`src/logic/gemac_rx_pkg.sv`:
```
package gemac_rx_pkg;

   typedef logic [7:0]  byte_t;
   typedef logic [47:0] mac_addr_t;
   typedef logic [10:0] byte_idx_t;    // bytes since the sfd, saturating.
   typedef logic [15:0] quanta_t;

   typedef enum logic [3:0] {
      RX_IDLE, RX_PREAMBLE, RX_FRAME, RX_GOODFRAME, RX_DO_PAUSE, RX_ERROR, RX_DROP,
      RX_PAUSE_SKIP, RX_PAUSE_CHK88, RX_PAUSE_CHK08, RX_PAUSE_CHK00, RX_PAUSE_CHK01,
      RX_PAUSE_STORE_MSB, RX_PAUSE_STORE_LSB, RX_PAUSE_WAIT_CRC
   } rx_state_e;

   localparam byte_t       PREAMBLE_BYTE = 8'h55;
   localparam byte_t       SFD_BYTE      = 8'hD5;

   localparam mac_addr_t   BCAST_ADDR    = 48'hFFFF_FFFF_FFFF;
   localparam mac_addr_t   PAUSE_ADDR    = 48'h0180_C200_0001;

   // mac control type 8808, opcode 0001.
   localparam byte_t       PAUSE_TYPE_HI = 8'h88;
   localparam byte_t       PAUSE_TYPE_LO = 8'h08;
   localparam byte_t       PAUSE_OP_HI   = 8'h00;
   localparam byte_t       PAUSE_OP_LO   = 8'h01;

   localparam byte_idx_t   ADDR_LAST_IDX = 11'd5;    // last destination byte.
   localparam byte_idx_t   TYPE_IDX      = 11'd12;   // first length/type byte.

   localparam logic [31:0] CRC_RESIDUE   = 32'hC704_DD7B;

endpackage

```
`src/logic/rx_delay_line.sv`:
```
`timescale 1ns/1ps

module rx_delay_line
  #(
   parameter int DELAY_DEPTH = 6
  )
  (
   input  logic                rx_clk,
   input  logic                reset,
   input  gemac_rx_pkg::byte_t din_data,
   input  logic                din_dv,
   input  logic                din_er,
   output gemac_rx_pkg::byte_t dout_data,
   output logic                dout_dv,
   output logic                dout_er
  );

   gemac_rx_pkg::byte_t    data_q [DELAY_DEPTH];
   logic [DELAY_DEPTH-1:0] dv_q;
   logic [DELAY_DEPTH-1:0] er_q;

   always_ff @(posedge rx_clk)
   begin
      data_q[0] <= din_data;
      for (int i = 1; i < DELAY_DEPTH; i++)
         data_q[i] <= data_q[i-1];
   end

   always_ff @(posedge rx_clk)
   begin
      if (reset)
      begin
         dv_q <= '0;
         er_q <= '0;
      end
      else
      begin
         dv_q[0] <= din_dv;
         er_q[0] <= din_er;
         for (int i = 1; i < DELAY_DEPTH; i++)
         begin
            dv_q[i] <= dv_q[i-1];
            er_q[i] <= er_q[i-1];
         end
      end
   end

   assign dout_data = data_q[DELAY_DEPTH-1];
   assign dout_dv   = dv_q[DELAY_DEPTH-1];
   assign dout_er   = er_q[DELAY_DEPTH-1];

endmodule

```
`src/logic/rx_byte_counter.sv`:
```
`timescale 1ns/1ps

module rx_byte_counter
  (
   input  logic                    rx_clk,
   input  logic                    reset,
   input  logic                    clear,
   input  logic                    count_en,
   output gemac_rx_pkg::byte_idx_t byte_idx
  );

   logic at_max;

   assign at_max = (byte_idx == '1);

   // sticks at the top so a giant frame never wraps back into the address bytes.
   always_ff @(posedge rx_clk)
   begin
      if (reset)
      begin
         byte_idx <= '0;
      end
      else if (clear)
      begin
         byte_idx <= '0;
      end
      else if (count_en && !at_max)
      begin
         byte_idx <= byte_idx + 1'b1;
      end
   end

endmodule

```
`src/logic/address_filter.sv`:
```
`timescale 1ns/1ps

module address_filter
  (
   input  logic                    rx_clk,
   input  logic                    reset,
   input  logic                    start,
   input  gemac_rx_pkg::byte_t     data,
   input  gemac_rx_pkg::byte_idx_t byte_idx,
   input  gemac_rx_pkg::mac_addr_t address,
   output logic                    match,
   output logic                    done
  );

   gemac_rx_pkg::byte_t addr_byte;
   logic                armed;
   logic                hit;

   // wire order is msb byte first.
   always_comb
   begin
      case (byte_idx)
         11'd0:   addr_byte = address[47:40];
         11'd1:   addr_byte = address[39:32];
         11'd2:   addr_byte = address[31:24];
         11'd3:   addr_byte = address[23:16];
         11'd4:   addr_byte = address[15:8];
         default: addr_byte = address[7:0];
      endcase
   end

   always_ff @(posedge rx_clk)
   begin
      if (reset)
      begin
         armed <= 1'b0;
         hit   <= 1'b0;
         match <= 1'b0;
         done  <= 1'b0;
      end
      else if (start)
      begin
         armed <= 1'b1;
         hit   <= 1'b1;
         match <= 1'b0;
         done  <= 1'b0;
      end
      else if (armed)
      begin
         if (byte_idx == gemac_rx_pkg::ADDR_LAST_IDX)
         begin
            armed <= 1'b0;
            done  <= 1'b1;                         // visible at index 6.
            match <= hit && (data == addr_byte);
         end
         else if (data != addr_byte)
            hit <= 1'b0;
      end
   end

endmodule

```
`src/logic/crc32_check.sv`:
```
`timescale 1ns/1ps

module crc32_check
  (
   input  logic                rx_clk,
   input  logic                reset,
   input  logic                clear,
   input  logic                calc,
   input  gemac_rx_pkg::byte_t data,
   output logic                crc_match
  );

   localparam logic [31:0] CRC_POLY = 32'h04C1_1DB7;

   logic [31:0] crc_q;
   logic [31:0] crc_next;

   // bits go in lsb first, as they are sent on the wire.
   always_comb
   begin
      crc_next = crc_q;
      for (int i = 0; i < 8; i++)
      begin
         if (crc_next[31] ^ data[i])
            crc_next = {crc_next[30:0], 1'b0} ^ CRC_POLY;
         else
            crc_next = {crc_next[30:0], 1'b0};
      end
   end

   always_ff @(posedge rx_clk)
   begin
      if (reset || clear)
      begin
         crc_q <= '1;
      end
      else if (calc)
      begin
         crc_q <= crc_next;
      end
   end

   // the fcs folded into the register leaves a fixed residue.
   assign crc_match = (crc_q == gemac_rx_pkg::CRC_RESIDUE);

endmodule

```
`src/logic/rx_frame_fsm.sv`:
```
`timescale 1ns/1ps

module rx_frame_fsm
  #(
   parameter int MIN_PAUSE_LEN = 64
  )
  (
   input  logic                    rx_clk,
   input  logic                    reset,
   input  gemac_rx_pkg::byte_t     rxd,
   input  logic                    rx_dv,
   input  logic                    rx_er,
   input  gemac_rx_pkg::byte_idx_t byte_idx,
   input  logic                    is_ucast,
   input  logic                    is_mcast,
   input  logic                    is_bcast,
   input  logic                    is_pause,
   input  logic                    filt_done,
   input  logic                    pass_ucast,
   input  logic                    pass_mcast,
   input  logic                    pass_bcast,
   input  logic                    pass_pause,
   input  logic                    pass_all,
   input  logic                    crc_match,
   output logic                    sfd_seen,
   output logic                    crc_clear,
   output logic                    crc_calc,
   output logic                    rx_valid,
   output logic                    rx_ack,
   output logic                    rx_error,
   output gemac_rx_pkg::quanta_t   pause_quanta,
   output logic                    pause_rcvd
  );

   gemac_rx_pkg::rx_state_e state;
   gemac_rx_pkg::rx_state_e state_next;
   gemac_rx_pkg::quanta_t   quanta_hold;
   gemac_rx_pkg::byte_idx_t out_idx;
   logic                    keep;
   logic                    long_enough;

   assign long_enough = (byte_idx >= MIN_PAUSE_LEN);

   always_comb
   begin
      state_next = state;
      if (rx_er)
         state_next = gemac_rx_pkg::RX_ERROR;
      else
      begin
         case (state)
            gemac_rx_pkg::RX_IDLE:
               if (rx_dv && rxd == gemac_rx_pkg::PREAMBLE_BYTE)
                  state_next = gemac_rx_pkg::RX_PREAMBLE;
               else if (rx_dv)
                  state_next = gemac_rx_pkg::RX_ERROR;
            gemac_rx_pkg::RX_PREAMBLE:
               if (!rx_dv)
                  state_next = gemac_rx_pkg::RX_ERROR;
               else if (rxd == gemac_rx_pkg::SFD_BYTE)
                  state_next = gemac_rx_pkg::RX_FRAME;
               else if (rxd != gemac_rx_pkg::PREAMBLE_BYTE)
                  state_next = gemac_rx_pkg::RX_ERROR;
            gemac_rx_pkg::RX_FRAME:
               if (!rx_dv && crc_match)
                  state_next = gemac_rx_pkg::RX_GOODFRAME;
               else if (!rx_dv)
                  state_next = gemac_rx_pkg::RX_ERROR;
               else if (filt_done && is_pause)
                  state_next = gemac_rx_pkg::RX_PAUSE_SKIP;
               else if (filt_done && !keep)
                  state_next = gemac_rx_pkg::RX_DROP;       // not for this station.
            gemac_rx_pkg::RX_PAUSE_SKIP:                 // source address.
               if (!rx_dv)
                  state_next = gemac_rx_pkg::RX_DROP;
               else if (byte_idx == gemac_rx_pkg::TYPE_IDX - 11'd1)
                  state_next = gemac_rx_pkg::RX_PAUSE_CHK88;
            gemac_rx_pkg::RX_PAUSE_CHK88:
               if (!rx_dv || rxd != gemac_rx_pkg::PAUSE_TYPE_HI)
                  state_next = gemac_rx_pkg::RX_DROP;
               else
                  state_next = gemac_rx_pkg::RX_PAUSE_CHK08;
            gemac_rx_pkg::RX_PAUSE_CHK08:
               if (!rx_dv || rxd != gemac_rx_pkg::PAUSE_TYPE_LO)
                  state_next = gemac_rx_pkg::RX_DROP;
               else
                  state_next = gemac_rx_pkg::RX_PAUSE_CHK00;
            gemac_rx_pkg::RX_PAUSE_CHK00:
               if (!rx_dv || rxd != gemac_rx_pkg::PAUSE_OP_HI)
                  state_next = gemac_rx_pkg::RX_DROP;
               else
                  state_next = gemac_rx_pkg::RX_PAUSE_CHK01;
            gemac_rx_pkg::RX_PAUSE_CHK01:
               if (!rx_dv || rxd != gemac_rx_pkg::PAUSE_OP_LO)
                  state_next = gemac_rx_pkg::RX_DROP;
               else
                  state_next = gemac_rx_pkg::RX_PAUSE_STORE_MSB;
            gemac_rx_pkg::RX_PAUSE_STORE_MSB:
               state_next = rx_dv ? gemac_rx_pkg::RX_PAUSE_STORE_LSB : gemac_rx_pkg::RX_DROP;
            gemac_rx_pkg::RX_PAUSE_STORE_LSB:
               state_next = rx_dv ? gemac_rx_pkg::RX_PAUSE_WAIT_CRC : gemac_rx_pkg::RX_DROP;
            gemac_rx_pkg::RX_PAUSE_WAIT_CRC:
               if (!rx_dv && long_enough && crc_match)
                  state_next = gemac_rx_pkg::RX_DO_PAUSE;
               else if (!rx_dv)
                  state_next = gemac_rx_pkg::RX_DROP;   // runt or bad crc.
            gemac_rx_pkg::RX_GOODFRAME,
            gemac_rx_pkg::RX_DO_PAUSE:
               state_next = gemac_rx_pkg::RX_IDLE;
            gemac_rx_pkg::RX_DROP,
            gemac_rx_pkg::RX_ERROR:
               if (!rx_dv)
                  state_next = gemac_rx_pkg::RX_IDLE;
            default:
               state_next = gemac_rx_pkg::RX_IDLE;
         endcase
      end
   end

   always_ff @(posedge rx_clk)
   begin
      if (reset)
      begin
         state        <= gemac_rx_pkg::RX_IDLE;
         rx_ack       <= 1'b0;
         pause_quanta <= '0;
         out_idx      <= '0;
      end
      else
      begin
         state  <= state_next;
         rx_ack <= (state == gemac_rx_pkg::RX_GOODFRAME);
         if (state_next == gemac_rx_pkg::RX_DO_PAUSE)
            pause_quanta <= quanta_hold;            // only a checked frame updates it.
         if (sfd_seen)
            out_idx <= '0;
         else if (filt_done && out_idx < byte_idx)
            out_idx <= out_idx + 1'b1;
      end
   end

   always_ff @(posedge rx_clk)
   begin
      if (state == gemac_rx_pkg::RX_PAUSE_STORE_MSB)
         quanta_hold[15:8] <= rxd;
      if (state == gemac_rx_pkg::RX_PAUSE_STORE_LSB)
         quanta_hold[7:0] <= rxd;
   end

   assign sfd_seen = (state == gemac_rx_pkg::RX_PREAMBLE) && rx_dv && !rx_er &&
                     (rxd == gemac_rx_pkg::SFD_BYTE);
   assign crc_clear = (state == gemac_rx_pkg::RX_IDLE) || sfd_seen;
   assign crc_calc = state inside {gemac_rx_pkg::RX_FRAME, gemac_rx_pkg::RX_PAUSE_SKIP,
                                   gemac_rx_pkg::RX_PAUSE_CHK88, gemac_rx_pkg::RX_PAUSE_CHK08,
                                   gemac_rx_pkg::RX_PAUSE_CHK00, gemac_rx_pkg::RX_PAUSE_CHK01,
                                   gemac_rx_pkg::RX_PAUSE_STORE_MSB,
                                   gemac_rx_pkg::RX_PAUSE_STORE_LSB,
                                   gemac_rx_pkg::RX_PAUSE_WAIT_CRC};

   assign keep = filt_done && ((pass_ucast && is_ucast) || (pass_mcast && is_mcast) ||
                               (pass_bcast && is_bcast) || (pass_pause && is_pause) || pass_all);

   // done shows up as dest byte 0 leaves the delay line, out_idx then walks the frame.
   assign rx_valid   = keep && (out_idx < byte_idx);
   assign rx_error   = (state == gemac_rx_pkg::RX_ERROR);
   assign pause_rcvd = (state == gemac_rx_pkg::RX_DO_PAUSE);

endmodule

```
`src/logic/gemac_rx.sv`:
```
`timescale 1ns/1ps

module gemac_rx
  #(
   parameter int DELAY_DEPTH   = 6,
   parameter int MIN_PAUSE_LEN = 64
  )
  (
   input  logic                    rx_clk,
   input  logic                    reset,
   input  logic                    gmii_rx_dv,
   input  logic                    gmii_rx_er,
   input  gemac_rx_pkg::byte_t     gmii_rxd,
   input  gemac_rx_pkg::mac_addr_t ucast_addr,
   input  gemac_rx_pkg::mac_addr_t mcast_addr,
   input  logic                    pass_ucast,
   input  logic                    pass_mcast,
   input  logic                    pass_bcast,
   input  logic                    pass_pause,
   input  logic                    pass_all,
   output gemac_rx_pkg::byte_t     rx_data,
   output logic                    rx_valid,
   output logic                    rx_error,
   output logic                    rx_ack,
   output gemac_rx_pkg::quanta_t   pause_quanta,
   output logic                    pause_rcvd
  );

   gemac_rx_pkg::byte_t     rxd_d1;
   logic                    rx_dv_d1;
   logic                    rx_er_d1;
   gemac_rx_pkg::byte_idx_t byte_idx;
   logic                    sfd_seen;
   logic                    crc_clear;
   logic                    crc_calc;
   logic                    crc_match;
   logic                    frame_byte;
   logic                    is_ucast;
   logic                    is_mcast;
   logic                    is_bcast;
   logic                    is_pause;
   logic                    done_ucast;
   logic                    done_mcast;
   logic                    done_bcast;
   logic                    done_pause;
   logic                    filt_done;

   always_ff @(posedge rx_clk)
   begin
      if (reset)
      begin
         rx_dv_d1 <= 1'b0;
         rx_er_d1 <= 1'b0;
      end
      else
      begin
         rx_dv_d1 <= gmii_rx_dv;
         rx_er_d1 <= gmii_rx_er;
      end
   end

   always_ff @(posedge rx_clk)
   begin
      rxd_d1 <= gmii_rxd;
   end

   assign frame_byte = crc_calc && rx_dv_d1;    // a byte after the sfd.
   assign filt_done  = done_ucast && done_mcast && done_bcast && done_pause;

   rx_delay_line #(.DELAY_DEPTH(DELAY_DEPTH)) u_delay (
      .rx_clk(rx_clk), .reset(reset),
      .din_data(rxd_d1), .din_dv(rx_dv_d1), .din_er(rx_er_d1),
      .dout_data(rx_data), .dout_dv(), .dout_er());

   rx_byte_counter u_counter (
      .rx_clk(rx_clk), .reset(reset), .clear(sfd_seen), .count_en(frame_byte),
      .byte_idx(byte_idx));

   address_filter u_af_ucast (
      .rx_clk(rx_clk), .reset(reset), .start(sfd_seen), .data(rxd_d1), .byte_idx(byte_idx),
      .address(ucast_addr), .match(is_ucast), .done(done_ucast));
   address_filter u_af_mcast (
      .rx_clk(rx_clk), .reset(reset), .start(sfd_seen), .data(rxd_d1), .byte_idx(byte_idx),
      .address(mcast_addr), .match(is_mcast), .done(done_mcast));
   address_filter u_af_bcast (
      .rx_clk(rx_clk), .reset(reset), .start(sfd_seen), .data(rxd_d1), .byte_idx(byte_idx),
      .address(gemac_rx_pkg::BCAST_ADDR), .match(is_bcast), .done(done_bcast));
   address_filter u_af_pause (
      .rx_clk(rx_clk), .reset(reset), .start(sfd_seen), .data(rxd_d1), .byte_idx(byte_idx),
      .address(gemac_rx_pkg::PAUSE_ADDR), .match(is_pause), .done(done_pause));

   crc32_check u_crc (
      .rx_clk(rx_clk), .reset(reset), .clear(crc_clear), .calc(frame_byte), .data(rxd_d1),
      .crc_match(crc_match));

   rx_frame_fsm #(.MIN_PAUSE_LEN(MIN_PAUSE_LEN)) u_fsm (
      .rx_clk(rx_clk), .reset(reset), .rxd(rxd_d1), .rx_dv(rx_dv_d1), .rx_er(rx_er_d1),
      .byte_idx(byte_idx), .is_ucast(is_ucast), .is_mcast(is_mcast), .is_bcast(is_bcast),
      .is_pause(is_pause), .filt_done(filt_done), .pass_ucast(pass_ucast),
      .pass_mcast(pass_mcast), .pass_bcast(pass_bcast), .pass_pause(pass_pause),
      .pass_all(pass_all), .crc_match(crc_match), .sfd_seen(sfd_seen), .crc_clear(crc_clear),
      .crc_calc(crc_calc), .rx_valid(rx_valid), .rx_ack(rx_ack), .rx_error(rx_error),
      .pause_quanta(pause_quanta), .pause_rcvd(pause_rcvd));

endmodule

```
`config.mk`:
```
export PLATFORM = sky130hd
export DESIGN_NAME = gemac_rx
export DESIGN_NICKNAME = d
export VERILOG_FILES = /design/src/logic/gemac_rx_pkg.sv /design/src/logic/rx_delay_line.sv /design/src/logic/rx_byte_counter.sv /design/src/logic/address_filter.sv /design/src/logic/crc32_check.sv /design/src/logic/rx_frame_fsm.sv /design/src/logic/gemac_rx.sv
export SDC_FILE = /design/constraint.sdc
export NUM_CORES = 1
export LEC_CHECK = 0
export ABC_CLOCK_PERIOD_IN_PS = 3190
export BUFFER_PORTS_ARGS = -buffer_cell sky130_fd_sc_hd__buf_2
export CAP_MARGIN = 0
export CELL_PAD_IN_SITES_DETAIL_PLACEMENT = 1
export CELL_PAD_IN_SITES_GLOBAL_PLACEMENT = 1
export CORE_UTILIZATION = 43
export CTS_CLUSTER_SIZE = 12
export DETAILED_ROUTE_END_ITERATION = 6
export PLACE_DENSITY = 0.86
export SYNTH_ARGS = -nofsm -noshare
export SYNTH_HDL_FRONTEND = slang
export SYNTH_SLANG_ARGS = --single-unit
```
`constraint.sdc`:
```
create_clock -name rx_clk -period 3.19 [get_ports rx_clk]
set_clock_uncertainty 0.15 [all_clocks]
set_input_delay 0.319 -clock rx_clk [delete_from_list [all_inputs] [get_ports rx_clk]]
set_output_delay 0.319 -clock rx_clk [all_outputs]
set_load 0.01 [all_outputs]
```
---- Word-level counts from Yosys, hierarchy flattened ----
Memory sizes are Yosys's and may differ from the RTL's.
Cells that the tools add are included.
storage, ports and cells
  word-level logic and storage cells ...... 206
  memories kept ........................... 1
  output and inout port bits .............. 28
  memory bits (writable) .................. 48
  flip-flop bits (word level) ............. 117
memory list
  name            depth  bits a word  rd ports  clocked after memory_dff  wr ports  RTL line             source
  u_delay.data_q  6      8            6         0                         6         rx_delay_line.sv:18  gemac_rx_pkg::byte_t data_q [DELAY_DEPTH];
cells by class
  $add $sub $neg .......................... 2
  mux-type cells .......................... 58
  bitwise gates (word level) .............. 16
  eq/ne operators ......................... 38
  reductions and logical operators ........ 62
  order comparisons ....................... 2
operator list
  kind                   count
  $mux 27                8
  $not 14->14            8
  $mux 4                 21
  $pmux 8 s5             2
  $pmux 4 s12            1
  $eq 32x32->1 const B   1
  $eq 4x4->1 const B     7
  $logic_and 1x1->1      25
  $mux 1                 25
  $eq 8x8->1             3
  $ne 8x8->1             3
  $pmux 8 s3             1
  $add 11x1->11 const B  2
  $eq 11x2->1 const B    2
  $eq 11x3->1 const B    2
  $eq 4x3->1 const B     5
  $eq 8x8->1 const B     2
  $ne 8x8->1 const B     2
  $reduce_bool 2->1      8
  $reduce_and 3->1       4
  $eq 11x1->1 const B    1
  $eq 11x11->1 const B   1
  $eq 11x4->1 const B    1
  $ge 11x7->1 const B    1
  17 further kinds       42

---- Logic depth before layout (Yosys ltp) ----
  word-level depth ........................ 16
  mapped depth ............................ 11

---- Modules after synthesis ----
Synthesis repeated with hierarchy kept, for this count alone.
unflattened totals
  cell total of the unflattened synthesis .. 1019
  area, all modules ....................... 10144.7 um^2
by module, submodules not included
  module           seq. area each (um^2)  cells an instance  area an instance (um^2)  instances
  address_filter   80.1                   99                 813.3                    4
  rx_frame_fsm     1121.1                 277                2641.3                   1
  crc32_check      640.6                  191                2144.6                   1
  rx_delay_line    1201.2                 73                 1327.5                   1
  rx_byte_counter  220.2                  66                 543.0                    1
  gemac_rx         200.2                  16                 235.2                    1

---- Worst setup path before layout ----
No wires, ideal clock.
  path type ............................... reg2reg
  from .................................... register u_counter.byte_idx[0]
  to ...................................... register u_af_ucast.hit
  setup time .............................. 81 ps
  arrival ................................. 2435 ps
  data required time ...................... 2959 ps
  buffers on the path ..................... 2
  period minus slack after synthesis ...... 2665 ps
  stages on the path, launching flop included .. 12
  path slack .............................. 525 ps
  cells stage by stage .................... dfxtp_1 > inv_1 > ha_1 > clkbuf_1 > or3_1 > a21o_1 > clkbuf_1 > a21boi_0 > or4_1 > a22oi_1 > nand4_1 > a41oi_1
between the ends
  cells in the longest elaborated chain, start to end .. 5
  elaborated cells on any way between the ends .. 11
  those cells by class .................... eq/ne (7); mux (1); reduce/logical (3)
RTL lines
  what                                 RTL line               source
  start, declared                      rx_byte_counter.sv:9   output gemac_rx_pkg::byte_idx_t byte_idx
  start signal, assigned               rx_byte_counter.sv:29  byte_idx <= byte_idx + 1'b1;
  $eq 11x3->1 (tied with other cells)  address_filter.sv:22   case (byte_idx)
  $pmux 8 s5                           address_filter.sv:22
  $ne 8x8->1                           address_filter.sv:56   else if (data != addr_byte)
  $reduce_bool 2->1 (no source line)   -
  $reduce_and 3->1 (no source line) *  -
  end signal, assigned                 address_filter.sv:37   hit <= 1'b0;
  end signal, assigned                 address_filter.sv:44   hit <= 1'b1;
  end signal, assigned                 address_filter.sv:57   hit <= 1'b0;
  end, declared                        address_filter.sv:17   logic hit;
Every way passes the cells marked *; elsewhere a longest branch is shown, timed or not.
A chain may end at the register's enable or synchronous reset.

---- Worst setup path in the final report ----
  from .................................... register u_counter.byte_idx[9]
  to ...................................... output port rx_valid
between the ends
  cells in the longest elaborated chain, start to end .. 2
RTL lines
  what               RTL line             source
  $lt 11x11->1       rx_frame_fsm.sv:164  assign rx_valid = keep && (out_idx < byte_idx);
  $logic_and 1x1->1  rx_frame_fsm.sv:164
  end, declared      gemac_rx.sv:22       output logic rx_valid,
No other way between the ends.

==> out/summary.log <==
[power] Leakage 0.00398 uW
[yosys] Mapped Nets 972
[floorplanning] Die Outline Area 0.0188 mm2
[yosys] #FFs+latches synth 165
[power] clock network fraction of design power 43.9%
[clocking] Clock Path Buffers 2
[critical_path] cells along the critical path inv_1, ha_1, a21o_1, a211oi_1, o21ai_0, a21o_2, a31oi_1, buf_2
[critical_path] kind of end point of the critical path output port
[timing] headroom to the max-slew limit 40.5%
[power] sequential cell fraction of total power 44.7%
[layout] Area Growth Syn to Fin 23.3%
[yosys] leading area contributor after synthesis sky130_fd_sc_hd__dfxtp_1
[timing] setup repair after global routing missed its margin yes
[yosys] Async S/R FF share, synth 0%
[floorplanning] total core area 0.0180 mm2
[critical_path] number of cell instances on the worst register-to-register path 9
[routing] overall routed net length 27700 um
[yosys] area share of the largest cell type after synthesis 37.9%
[global_route] number of global-route vias before repair 7725
[floorplanning] cell row count 49
[routing] total via count after detailed routing 7528
[timing] final number of hold-violating endpoints 0
[timing] number of pins exceeding their max-slew limit in the final report 0
[floorplanning] die width 137 um
[floorplanning] starting density of the core 43.8%
[timing] upper clock frequency limit 326 MHz
[routing] Detail Route Antenna Nets 0
[floorplanning] number of ports placed on the die boundary 141
[yosys] top post-synthesis cells by count sky130_fd_sc_hd__dfxtp_1 (149), sky130_fd_sc_hd__nand2_1 (63), sky130_fd_sc_hd__xnor2_1 (62), sky130_fd_sc_hd__a21oi_1 (58), sky130_fd_sc_hd__nor2_1 (38)
[global_route] global routing usage summed across all routing layers 30.0%
[hold_path] worst hold path class reg -> reg
[power] NetSw 1350 uW
[power] Sw Ratio 27.6%
[run] number of max-cap violations 0
[timing] period utilization 96.0%
[power] P_int 3550 uW
[critical_path] crit path max-delay cell type sky130_fd_sc_hd__dfxtp_1
[global_route] maximum number of pins on one net before global-route repair 62
[layout] filler cell count 2079
[routing] first-pass iteration count of the detailed router 5
[routing] mean number of vias per cell 6.05
[outcome] status finished clean
[critical_path] Worst Path Arrival 2.59 ns
[layout] post-layout util 54.0%
[layout] proportion of layout cells with a drive suffix above 1 22.8%
[yosys] count of mapped cells out of synthesis 844
[timing] post-route setup slack 0.126 ns
[place] Detail Placement HPWL 18700 um
[global_route] number of antenna violations at the first check in global routing 0
[timing] Final Critical Period 3.06 ns
[clocking] CTS tree yes
[yosys] largest cells by area after synthesis sky130_fd_sc_hd__dfxtp_1 (38%), sky130_fd_sc_hd__xnor2_1 (6.9%), sky130_fd_sc_hd__edfxtp_1 (6.1%)
[critical_path] WP data required 2.72 ns
[floorplanning] die height 137 um
[routing] post-DR wirelength/cell 22.2 um
[layout] final-stage net count 1131
[yosys] synth warn 0
[critical_path] largest stage delay on the critical path 0.44 ns
[global_route] global-route wire length before repair 42500 um
[yosys] most instantiated flip-flop cell in the synthesis netlist sky130_fd_sc_hd__dfxtp_1
[routing] first-iteration detailed-routing DRC count 607
[hold_path] number of stages on the worst hold path 0
[critical_path] kind of start point of the critical path register
[place] pre-CTS worst setup slack 0.222 ns
[critical_path] CP top delay family compound AO/OA/AOI/OAI gates
[critical_path] number of buffers and inverters on the critical path 2
[power] IR drop worst, VDD 0.363 mV
[clocking] root buffer selected by CTS sky130_fd_sc_hd__clkbuf_16
[critical_path] maximum net fanout on the critical path 17
[yosys] proportion of synthesized chip area in sequential cells 44.0%
[yosys] Mapped Area 0.00787 mm2
[power] Final Power 4900 uW
[clocking] cts bufs inserted 17
[power] total power divided by cell area 505 mW/mm2
[clocking] Clk Latency, worst-skew pair 0.43 ns
[place] Port Buffers 140
[yosys] unique cell type count in the Yosys netlist 64
[yosys] most used standard cell by instance count after synthesis sky130_fd_sc_hd__dfxtp_1
[timing] worst-margin pin slew 0.885 ns
[clocking] Worst-path clk slew 0.07 ns
[yosys] Post-Synthesis Mean Instance Area 9.32 um2
[place] RD Place Congestion 0.861
[yosys] EDFF count, synth 16
[power] power share of the combinational group 11.4%
[layout] number of antenna repair diodes 0
[clocking] H-tree levels 4
[critical_path] critical setup path kind reg -> out
[routing] Post-route DRC 0
[critical_path] cell count along the critical path 8
[timing] count of final setup violators 0
[clocking] TritonCTS Sinks 165
[global_route] grt total ovfl 0
-- power by group through the flow --
stage | Clock, uW | Combinational (uW) | Sequential, uW
global placement | 0 | 511 | 2230
finish | 2150 | 559 | 2190
global route | 2250 | 598 | 2190
detailed placement | 0 | 528 | 2230
floorplan | 0 | 308 | 2220
CTS | 2170 | 548 | 2190
-- metrics by stage --
stage	TNS [ns]	hold slack, ns	std cells	area (um2)
2_1_floorplan	0	0.160	844	7870
3_3_place_gp	0	0.160	1203	8970
3_5_place_dp	0	0.163	1203	8970
4_1_cts	0	0.179	1245	9680
5_1_grt	-0.0304	0.177	1245	9700
6_report	0	0.175	1245	9700
-- worst paths after layout --
path                               from                    end  slack (ns)
hold / removal     u_delay.data_q[3][4]   u_delay.data_q[4][4]        0.18
hold reg to reg    u_delay.data_q[3][4]   u_delay.data_q[4][4]        0.18
setup / recovery  u_counter.byte_idx[9]               rx_valid        0.13
setup reg to reg              rxd_d1[7]  u_fsm.pause_quanta[5]        0.28
-- registers in the layout (all words and copies together) (netlist names), 4 cells and up --
register,flops
rxd_d1,8
u_fsm.pause_quanta,16
u_crc.crc_q,32
u_fsm.out_idx,11
u_delay.data_q,48
u_fsm.state,4
u_fsm.quanta_hold,16
u_counter.byte_idx,11
-- final cells by class --
type	instances	area (um2)	share of cell area [%]
multi-input combinational	602	4100	42.3
sequential	165	3460	35.7
timing repair buffer	195	1150	11.9
clock buffer	18	439	4.53
tap	229	287	2.95
clock inverter	14	175	1.81
inverter	22	82.6	0.851
-- layer usage --
| layer | up-vias | part of all wire [%] | routed length, um | global-route usage (%) |
|---|---|---|---|---|
| met5 | - | 0 | 0 | 0 |
| met4 | 0 | 3.4 | 929 | 12.3 |
| met3 | 69 | 5.4 | 1490 | 6.51 |
| met2 | 278 | 49 | 13700 | 51.3 |
| met1 | 3729 | 42 | 11600 | 36.2 |
| li1 | 3452 | - | - | - |
-- cell families after synthesis --
family | synth area share [%]
buf+inv | 4.25
flops | 44.0
compound gates | 21.0
mux | 1.14
fa+ha+maj | 2.39
xor+xnor | 9.45
simple gates | 17.7
-- timing repair --
item,in CTS,in global routing
endpoints found under the hold margin,10,0
setup buffers,0,0
hold buffers,10,0
gates resized for setup,0,6
setup endpoints to repair,0,22
-- cell usage in the layout, fill, tap and decap left out, drive strengths merged, types with 16 or more instances in the layout --
cell type    n
clkbuf      18
inv         32
nand4       32
o31ai       32
xnor2       63
xor2        21
a21oi       58
o211ai      35
nor2        38
a22oi       36
nand2       63
buf        185
or4         21
dfxtp      149
and2        16
edfxtp      16
(Power assumes the default switching activity.)
